[src/logic/world_pkg.sv]
`default_nettype none

package world_pkg;

    // playfield coordinates
    localparam int X_W = 10;
    localparam int Y_W = 9;

    typedef logic [X_W-1:0] pos_x_t;
    typedef logic [Y_W-1:0] pos_y_t;

    // player box whose top-left corner is the position
    localparam int PLAYER_W = 16;
    localparam int PLAYER_H = 16;

    // standing on the first floor block
    localparam pos_x_t START_X = 10'd0;
    localparam pos_y_t START_Y = 9'd384;

    // five floor blocks then three platforms
    localparam int GROUND_NUM = 8;
    localparam int BLOCK_W    = 32;
    localparam int BLOCK_H    = 16;

    localparam pos_x_t GROUND_X [GROUND_NUM] = '{
        0, 32, 64, 96, 128, 176, 208, 272
    };
    localparam pos_y_t GROUND_Y [GROUND_NUM] = '{
        400, 400, 400, 400, 400, 340, 340, 340
    };

    // three snowflakes on the floor and three on the platforms
    localparam int FLAKE_NUM = 6;
    localparam int FLAKE_W   = 8;
    localparam int FLAKE_H   = 8;

    localparam pos_x_t FLAKE_X [FLAKE_NUM] = '{
        40, 88, 136, 180, 220, 280
    };
    localparam pos_y_t FLAKE_Y [FLAKE_NUM] = '{
        388, 388, 388, 324, 324, 324
    };

    // wide enough to count every flake
    localparam int SCORE_W = 3;

endpackage

`default_nettype wire

[src/logic/ctrl_pkg.sv]
`default_nettype none

package ctrl_pkg;

    // PS/2 set 2 scan codes
    localparam int SCAN_W = 8;

    localparam logic [SCAN_W-1:0] KEY_W        = 8'h1D;
    localparam logic [SCAN_W-1:0] KEY_A        = 8'h1C;
    localparam logic [SCAN_W-1:0] KEY_D        = 8'h23;
    localparam logic [SCAN_W-1:0] KEY_R        = 8'h2D;
    localparam logic [SCAN_W-1:0] BREAK_PREFIX = 8'hF0;

    // held-key flag positions
    localparam int KEY_NUM    = 3;
    localparam int HELD_JUMP  = 0;
    localparam int HELD_LEFT  = 1;
    localparam int HELD_RIGHT = 2;

    // motion pacing
    localparam int STEP_DIV   = 8;
    localparam int STEP_CNT_W = $clog2(STEP_DIV);
    localparam int JUMP_STEPS = 24;
    localparam int JUMP_CNT_W = $clog2(JUMP_STEPS + 1);

    // bit positions in the blocked-side vector
    localparam int BLK_DOWN  = 0;
    localparam int BLK_UP    = 1;
    localparam int BLK_RIGHT = 2;
    localparam int BLK_LEFT  = 3;

endpackage

`default_nettype wire

[src/logic/key_decoder.sv]
`default_nettype none

module key_decoder (
    input  wire logic                         clk,
    input  wire logic                         rst_n_i,
    input  wire logic                         scan_valid_i,
    input  wire logic [ctrl_pkg::SCAN_W-1:0]  scan_code_i,
    output logic      [ctrl_pkg::KEY_NUM-1:0] keys_held_o,
    output logic                              restart_o
);

    import ctrl_pkg::*;

    // set by F0 and consumed by whatever byte follows
    logic break_armed;

    always_ff @(posedge clk or negedge rst_n_i) begin
        if (!rst_n_i) begin
            break_armed <= 1'b0;
            keys_held_o <= '0;
            restart_o   <= 1'b0;
        end else begin
            // restart is a single-cycle pulse
            restart_o <= 1'b0;
            if (scan_valid_i) begin
                break_armed <= 1'b0;
                case (scan_code_i)
                    BREAK_PREFIX: begin
                        break_armed <= 1'b1;
                    end
                    // make sets the flag and break clears it
                    KEY_W: begin
                        keys_held_o[HELD_JUMP] <= !break_armed;
                    end
                    KEY_A: begin
                        keys_held_o[HELD_LEFT] <= !break_armed;
                    end
                    KEY_D: begin
                        keys_held_o[HELD_RIGHT] <= !break_armed;
                    end
                    KEY_R: begin
                        // only the make code restarts
                        restart_o <= !break_armed;
                    end
                    default: begin
                        // unknown codes just drop a pending break
                    end
                endcase
            end
        end
    end

endmodule

`default_nettype wire

[src/logic/ground_collide.sv]
`default_nettype none

module ground_collide (
    input  wire logic              clk,
    input  wire logic              rst_n_i,
    input  wire world_pkg::pos_x_t pos_x_i,
    input  wire world_pkg::pos_y_t pos_y_i,
    output logic [3:0]             blocked_o
);

    import world_pkg::*;
    import ctrl_pkg::*;

    wire [GROUND_NUM-1:0] down_hit;
    wire [GROUND_NUM-1:0] up_hit;
    wire [GROUND_NUM-1:0] right_hit;
    wire [GROUND_NUM-1:0] left_hit;

    // one set of adjacency tests per block
    for (genvar g = 0; g < GROUND_NUM; g++) begin : g_block
        localparam int BX = int'(GROUND_X[g]);
        localparam int BY = int'(GROUND_Y[g]);

        // corner contact counts for vertical tests, so a diagonal
        // step can never cut into a block corner
        wire x_touch = (int'(pos_x_i) <= BX + BLOCK_W) &&
                       (int'(pos_x_i) + PLAYER_W >= BX);
        wire y_overlap = (int'(pos_y_i) < BY + BLOCK_H) &&
                         (int'(pos_y_i) + PLAYER_H > BY);

        assign down_hit[g]  = (int'(pos_y_i) + PLAYER_H == BY) && x_touch;
        assign up_hit[g]    = (int'(pos_y_i) == BY + BLOCK_H) && x_touch;
        assign right_hit[g] = (int'(pos_x_i) + PLAYER_W == BX) && y_overlap;
        assign left_hit[g]  = (int'(pos_x_i) == BX + BLOCK_W) && y_overlap;
    end

    always_ff @(posedge clk or negedge rst_n_i) begin
        if (!rst_n_i) begin
            // start position rests on the floor
            blocked_o           <= '0;
            blocked_o[BLK_DOWN] <= 1'b1;
        end else begin
            blocked_o[BLK_DOWN]  <= |down_hit;
            blocked_o[BLK_UP]    <= |up_hit;
            blocked_o[BLK_RIGHT] <= |right_hit;
            blocked_o[BLK_LEFT]  <= |left_hit;
        end
    end

endmodule

`default_nettype wire

[src/logic/player_motion.sv]
`default_nettype none

module player_motion (
    input  wire logic                         clk,
    input  wire logic                         rst_n_i,
    input  wire logic [ctrl_pkg::KEY_NUM-1:0] keys_held_i,
    input  wire logic                         restart_i,
    input  wire logic [3:0]                   blocked_i,
    output world_pkg::pos_x_t                 pos_x_o,
    output world_pkg::pos_y_t                 pos_y_o,
    output logic                              airborne_o,
    output logic                              facing_right_o
);

    import ctrl_pkg::*;
    import world_pkg::*;

    logic [STEP_CNT_W-1:0] step_cnt;
    logic                  step_tick;
    logic                  jumping;
    logic [JUMP_CNT_W-1:0] jump_cnt;
    logic                  move_left;
    logic                  move_right;

    assign step_tick = (step_cnt == STEP_CNT_W'(STEP_DIV - 1));

    // left wins only when right is not also held
    assign move_left  = keys_held_i[HELD_LEFT] && !keys_held_i[HELD_RIGHT] &&
                        !blocked_i[BLK_LEFT];
    assign move_right = keys_held_i[HELD_RIGHT] && !blocked_i[BLK_RIGHT];

    assign airborne_o = !blocked_i[BLK_DOWN];

    always_ff @(posedge clk or negedge rst_n_i) begin
        if (!rst_n_i) begin
            step_cnt <= '0;
        end else if (restart_i || step_tick) begin
            step_cnt <= '0;
        end else begin
            step_cnt <= step_cnt + 1'b1;
        end
    end

    // walking
    always_ff @(posedge clk or negedge rst_n_i) begin
        if (!rst_n_i) begin
            pos_x_o        <= START_X;
            facing_right_o <= 1'b1;
        end else if (restart_i) begin
            pos_x_o <= START_X;
        end else if (step_tick) begin
            if (move_left) begin
                pos_x_o        <= pos_x_o - 1'b1;
                facing_right_o <= 1'b0;
            end else if (move_right) begin
                pos_x_o        <= pos_x_o + 1'b1;
                facing_right_o <= 1'b1;
            end
        end
    end

    // jump and fall
    always_ff @(posedge clk or negedge rst_n_i) begin
        if (!rst_n_i) begin
            pos_y_o  <= START_Y;
            jumping  <= 1'b0;
            jump_cnt <= '0;
        end else if (restart_i) begin
            pos_y_o  <= START_Y;
            jumping  <= 1'b0;
            jump_cnt <= '0;
        end else if (step_tick) begin
            if (jumping) begin
                // rise is cut short by a ceiling
                if (blocked_i[BLK_UP] || jump_cnt == JUMP_CNT_W'(JUMP_STEPS)) begin
                    jumping <= 1'b0;
                    if (!blocked_i[BLK_DOWN]) begin
                        pos_y_o <= pos_y_o + 1'b1;
                    end
                end else begin
                    pos_y_o  <= pos_y_o - 1'b1;
                    jump_cnt <= jump_cnt + 1'b1;
                end
            end else if (keys_held_i[HELD_JUMP] && blocked_i[BLK_DOWN]) begin
                jumping  <= 1'b1;
                jump_cnt <= '0;
            end else if (!blocked_i[BLK_DOWN]) begin
                pos_y_o <= pos_y_o + 1'b1;
            end
        end
    end

endmodule

`default_nettype wire

[src/logic/flake_collect.sv]
`default_nettype none

module flake_collect (
    input  wire logic                            clk,
    input  wire logic                            rst_n_i,
    input  wire world_pkg::pos_x_t               pos_x_i,
    input  wire world_pkg::pos_y_t               pos_y_i,
    output logic [world_pkg::FLAKE_NUM-1:0]      flakes_taken_o,
    output logic [world_pkg::SCORE_W-1:0]        score_o
);

    import world_pkg::*;

    wire  [FLAKE_NUM-1:0] touching;
    logic [FLAKE_NUM-1:0] new_taken;

    // box overlap with each flake
    for (genvar f = 0; f < FLAKE_NUM; f++) begin : g_flake
        localparam int FX = int'(FLAKE_X[f]);
        localparam int FY = int'(FLAKE_Y[f]);

        assign touching[f] = (int'(pos_x_i) < FX + FLAKE_W) &&
                             (int'(pos_x_i) + PLAYER_W > FX) &&
                             (int'(pos_y_i) < FY + FLAKE_H) &&
                             (int'(pos_y_i) + PLAYER_H > FY);
    end

    // each flake scores once
    assign new_taken = touching & ~flakes_taken_o;

    always_ff @(posedge clk or negedge rst_n_i) begin
        if (!rst_n_i) begin
            flakes_taken_o <= '0;
            score_o        <= '0;
        end else begin
            flakes_taken_o <= flakes_taken_o | new_taken;
            score_o        <= score_o + SCORE_W'($countones(new_taken));
        end
    end

endmodule

`default_nettype wire

[src/logic/snow_game_top.sv]
`default_nettype none

module snow_game_top (
    input  wire logic                            clk,
    input  wire logic                            rst_n_i,
    input  wire logic                            scan_valid_i,
    input  wire logic [ctrl_pkg::SCAN_W-1:0]     scan_code_i,
    output world_pkg::pos_x_t                    pos_x_o,
    output world_pkg::pos_y_t                    pos_y_o,
    output logic                                 airborne_o,
    output logic                                 facing_right_o,
    output logic [world_pkg::SCORE_W-1:0]        score_o,
    output logic [world_pkg::FLAKE_NUM-1:0]      flakes_taken_o
);

    logic [ctrl_pkg::KEY_NUM-1:0] keys_held;
    logic                         restart;
    world_pkg::pos_x_t            pos_x;
    world_pkg::pos_y_t            pos_y;
    logic [3:0]                   blocked;

    assign pos_x_o = pos_x;
    assign pos_y_o = pos_y;

    key_decoder u_key_decoder (
        .clk          (clk),
        .rst_n_i      (rst_n_i),
        .scan_valid_i (scan_valid_i),
        .scan_code_i  (scan_code_i),
        .keys_held_o  (keys_held),
        .restart_o    (restart)
    );

    // collision result lags position by one cycle
    ground_collide u_ground_collide (
        .clk       (clk),
        .rst_n_i   (rst_n_i),
        .pos_x_i   (pos_x),
        .pos_y_i   (pos_y),
        .blocked_o (blocked)
    );

    player_motion u_player_motion (
        .clk            (clk),
        .rst_n_i        (rst_n_i),
        .keys_held_i    (keys_held),
        .restart_i      (restart),
        .blocked_i      (blocked),
        .pos_x_o        (pos_x),
        .pos_y_o        (pos_y),
        .airborne_o     (airborne_o),
        .facing_right_o (facing_right_o)
    );

    flake_collect u_flake_collect (
        .clk            (clk),
        .rst_n_i        (rst_n_i),
        .pos_x_i        (pos_x),
        .pos_y_i        (pos_y),
        .flakes_taken_o (flakes_taken_o),
        .score_o        (score_o)
    );

endmodule

`default_nettype wire

[config.mk]
export PLATFORM = sky130hd
export DESIGN_NAME = snow_game_top
export DESIGN_NICKNAME = d
export VERILOG_FILES = /design/src/logic/world_pkg.sv /design/src/logic/ctrl_pkg.sv /design/src/logic/key_decoder.sv /design/src/logic/ground_collide.sv /design/src/logic/player_motion.sv /design/src/logic/flake_collect.sv /design/src/logic/snow_game_top.sv
export SDC_FILE = /design/constraint.sdc
export NUM_CORES = 1
export LEC_CHECK = 0
export BUFFER_PORTS_ARGS = -buffer_cell sky130_fd_sc_hd__clkbuf_2
export CAP_MARGIN = 20
export CORE_MARGIN = 1.5
export CORE_UTILIZATION = 54
export CTS_CLUSTER_DIAMETER = 200
export DETAILED_ROUTE_END_ITERATION = 7
export HOLD_SLACK_MARGIN = 0.12
export PLACE_DENSITY_LB_ADDON = 0.25
export SYNTH_ARGS = -nofsm -noshare
export SYNTH_HDL_FRONTEND = slang
export SYNTH_SLANG_ARGS = --single-unit
[constraint.sdc]
create_clock -name clk -period 3.97 [get_ports clk]
set_clock_uncertainty 0.05 [all_clocks]
set_input_delay 0.1985 -clock clk [delete_from_list [all_inputs] [get_ports clk]]
set_output_delay 0.1985 -clock clk [all_outputs]
set_load 0.01 [all_outputs]
==> insert_results.sql <==
INSERT INTO impl_metrics (metric_group, metric, value, unit) VALUES
('sta', 'finalSetupViolations', '0', ''),
('finish', 'nNetsFinal', '596', ''),
('pwr', 'power.share.switching', '0.485', ''),
('clocking', 'clock_tree.buffer_depth', '2', ''),
('route', 'final_antenna_net_count', '0', ''),
('global_routing', 'grt_max_degree', '48', ''),
('floorplanning', 'dieHeight', '88.8', 'um'),
('critical_path', 'cp-start-kind', 'flop', ''),
('route', 'mean_number_of_vias_per_cell', '5.95', ''),
('critical_path', 'endpoint_kind', 'flop', ''),
('global_routing', 'grt_pass1_vias', '3542', ''),
('critical_path', 'r2r_slack', '0.23', 'ns'),
('logic_synthesis', 'syn_inst', '493', ''),
('route', 'via_count', '3869', ''),
('sta', 'tightestPinTransition', '0.773', 'ns'),
('clocking', 'cts_max_level', '2', ''),
('sta', 'final.period_utilization', '0.942', ''),
('logic_synthesis', 'asyncSetResetFlopFracSynth', '1.00', ''),
('status', 'status', 'finished, final reports clean', ''),
('clocking', 'cts.sink_count', '47', ''),
('logic_synthesis', 'syn_avg_cell_area', '8.06', 'um^2'),
('critical_path', 'critical_path_arrival', '3.89', 'ns'),
('pwr', 'internal-power', '1.45', 'mW'),
('pwr', 'seq_power_share', '0.259', ''),
('sta', 'hold_viol', '0', ''),
('logic_synthesis', 'synth_seq_cells', '47', ''),
('finish', 'drive_above_1_share', '0.207', ''),
('route', 'drt_iter0_drc', '393', ''),
('placed_design', 'place_worst_setup_slack', '0.177', 'ns'),
('clocking', 'cts_root_buffer', 'sky130_fd_sc_hd__clkbuf_8', ''),
('sta', 'maxSlewHeadroom', '0.485', ''),
('floorplanning', 'die_w', '88.8', 'um'),
('pwr', 'power_per_cell_area', '606', 'mW/mm^2'),
('logic_synthesis', 'synthTopCellsByArea', 'sky130_fd_sc_hd__dfrtp_1, sky130_fd_sc_hd__ha_1, sky130_fd_sc_hd__a21oi_1', ''),
('pwr', 'share_clk_of_total_power', '0.110', ''),
('critical_path', 'cp_data_required_time', '4.12', 'ns'),
('sta', 'slew_viol_final', '0', ''),
('floorplanning', 'effective_utilization_at_floorplan', '0.554', ''),
('sta', 'setup_slack', '0.229', 'ns'),
('floorplanning', 'standard_cell_rows', '31', ''),
('finish', 'area_delta_synth_final', '16.9', '%'),
('finish', 'num_antenna_cells', '0', ''),
('pwr', 'switchingPower', '1.37', 'mW'),
('route', 'routed_wire_length_per_instance', '15.6', 'um'),
('route', 'first_pass_iters', '5', ''),
('clocking', 'cts_buffers', '5', ''),
('logic_synthesis', 'netlist.area_leader.share', '0.271', ''),
('clocking', 'clock_insertion_delay_worst_skew', '0.31', 'ns'),
('placed_design', 'dp_hpwl', '7.49', 'mm'),
('logic_synthesis', 'dominantRegCellSynth', 'sky130_fd_sc_hd__dfrtp_1', ''),
('route', 'drt-total-wl', '10.1', 'mm'),
('logic_synthesis', 'synth-seq-area-share', '0.297', ''),
('clocking', 'cts.reportedPaths.clkPinSlew', '0.10', 'ns'),
('logic_synthesis', 'synth_top_cell_by_area', 'sky130_fd_sc_hd__dfrtp_1', ''),
('global_routing', 'wire_length_of_the_first_global_routing_pass', '16.8', 'mm'),
('global_routing', 'global_route.overflow_total', '0', ''),
('finish', 'mostFrequentLayoutCell', 'sky130_fd_sc_hd__nor2_1', ''),
('pwr', 'static-leakage-power', '2.07', 'nW'),
('sta', 'whs', '0.136', 'ns'),
('floorplanning', 'core_footprint', '0.00718', 'mm^2'),
('placed_design', 'io_buffer_count', '40', ''),
('critical_path', 'reg2reg_depth', '16', ''),
('logic_synthesis', 'number_of_enable_flip_flop_cells_after_synthesis', '0', ''),
('pwr', 'comb_power_share', '0.631', ''),
('global_routing', 'grt.total_usage', '0.270', ''),
('logic_synthesis', 'synth_area', '0.00397', 'mm^2'),
('sta', 'achievable-frequency', '267', 'MHz'),
('finish', 'most-common-layout-cells', 'sky130_fd_sc_hd__nor2_1, sky130_fd_sc_hd__nand2_1, sky130_fd_sc_hd__clkbuf_2', ''),
('floorplanning', 'floorplan.io_pins', '41', ''),
('clocking', 'cts_tree', 'done', ''),
('critical_path', 'timing.setup.critical_path_class', 'reg2reg', '');
## power by group through the flow
stage               Sequential [mW]  Clock (mW)  Combinational (mW)
floorplan                     0.720           0                1.21
CTS                           0.722       0.317                1.72
detailed placement            0.731           0                1.71
global route                  0.749       0.339                1.96
finish                        0.729       0.310                1.78
global placement              0.727           0                1.68
## worst max-delay path, stage by stage (launching register included)
cell,delay [ns]
sky130_fd_sc_hd__dfrtp_1,0.43
sky130_fd_sc_hd__buf_6,0.14
sky130_fd_sc_hd__buf_4,0.15
sky130_fd_sc_hd__nand2_1,0.07
sky130_fd_sc_hd__or3_4,0.35
sky130_fd_sc_hd__a221oi_2,0.28
sky130_fd_sc_hd__buf_4,0.16
sky130_fd_sc_hd__o311ai_1,0.14
sky130_fd_sc_hd__nor2_1,0.14
sky130_fd_sc_hd__ha_1,0.14
sky130_fd_sc_hd__inv_1,0.05
sky130_fd_sc_hd__fa_1,0.49
sky130_fd_sc_hd__fa_1,0.51
sky130_fd_sc_hd__inv_1,0.05
sky130_fd_sc_hd__ha_1,0.21
sky130_fd_sc_hd__xor2_2,0.15
sky130_fd_sc_hd__xnor2_1,0.12
## cell type report
class	count	area [um^2]
Fill cell	615	2530
Tap cell	99	124
Timing Repair Buffer	77	493
Sequential cell	47	1180
Multi-Input combinational cell	392	2650
Clock buffer	5	68.8
Inverter	27	101
Clock inverter	3	25.0
## Yosys cell counts, drive strengths merged, types with 5 or more instances
master	count
o21ai	30
nand2	44
o22ai	6
mux2i	5
dfrtp	43
nand3	24
a21oi	39
nand2b	14
clkbuf	17
and3	7
ha	31
xor2	5
a21o	8
inv	27
nand4	10
a31oi	5
o21a	5
nor2b	6
buf	10
nor3	16
nor2	48
xnor2	17
o31ai	6
## cell families after synthesis
logic type,synth area share
fa+ha+maj,0.118
xor+xnor,0.0485
mux,0.0126
flops,0.297
simple gates,0.258
compound gates,0.209
buf+inv,0.0564
## per-stage QoR
step / cells / TNS, ns / util / instance area (um^2)
global route: 650 / -0.00558 / 0.647 / 4650
global placement: 630 / 0 / 0.608 / 4360
CTS: 642 / 0 / 0.627 / 4500
finish: 650 / 0 / 0.647 / 4650
floorplan: 493 / 0 / - / 3980
detailed placement: 630 / 0 / 0.608 / 4360
## layer usage
| layer | GRT usage | up-vias | share of wire |
|---|---|---|---|
| met5 | 0 | - | 0 |
| met4 | 0.108 | 0 | 0.029 |
| met3 | 0.0420 | 30 | 0.067 |
| met2 | 0.405 | 189 | 0.45 |
| met1 | 0.390 | 1759 | 0.45 |
| li1 | - | 1891 | - |
## state kept, by name (all words and copies together) (netlist names)
register / cells
u_key_decoder.restart_o: 1
u_ground_collide.blocked_o: 4
u_player_motion.jump_cnt: 5
u_flake_collect.score_o: 3
u_key_decoder.keys_held_o: 3
u_player_motion.step_cnt: 3
u_player_motion.facing_right_o: 1
u_flake_collect.flakes_taken_o: 6
u_player_motion.jumping: 1
u_key_decoder.break_armed: 1
u_player_motion.pos_y_o: 9
u_player_motion.pos_x_o: 10
## final timing paths
path | start | to
setup / recovery | u_player_motion.pos_y_o[5]$_DFFE_PN0P_ | u_flake_collect.score_o[2]$_DFF_PN0_
min in group asynchronous | rst_n_i | u_player_motion.pos_y_o[4]$_DFFE_PN0P_
hold reg to reg | u_player_motion.step_cnt[0]$_DFF_PN0_ | u_player_motion.step_cnt[0]$_DFF_PN0_
hold / removal | scan_code_i[0] | u_key_decoder.restart_o$_DFF_PN0_
max in group asynchronous | rst_n_i | u_player_motion.pos_x_o[4]$_DFFE_PN0P_
setup reg to reg | u_player_motion.pos_y_o[5]$_DFFE_PN0P_ | u_flake_collect.score_o[2]$_DFF_PN0_
## timing repair
item / 4_1_cts / 5_1_grt
setup endpoints to repair: 0 / 1
setup buffers: 0 / 8
gates resized for setup: 0 / 24
hold endpoints to repair: 45 / 0
hold buffers: 4 / 0
(Power assumes the default switching activity.)
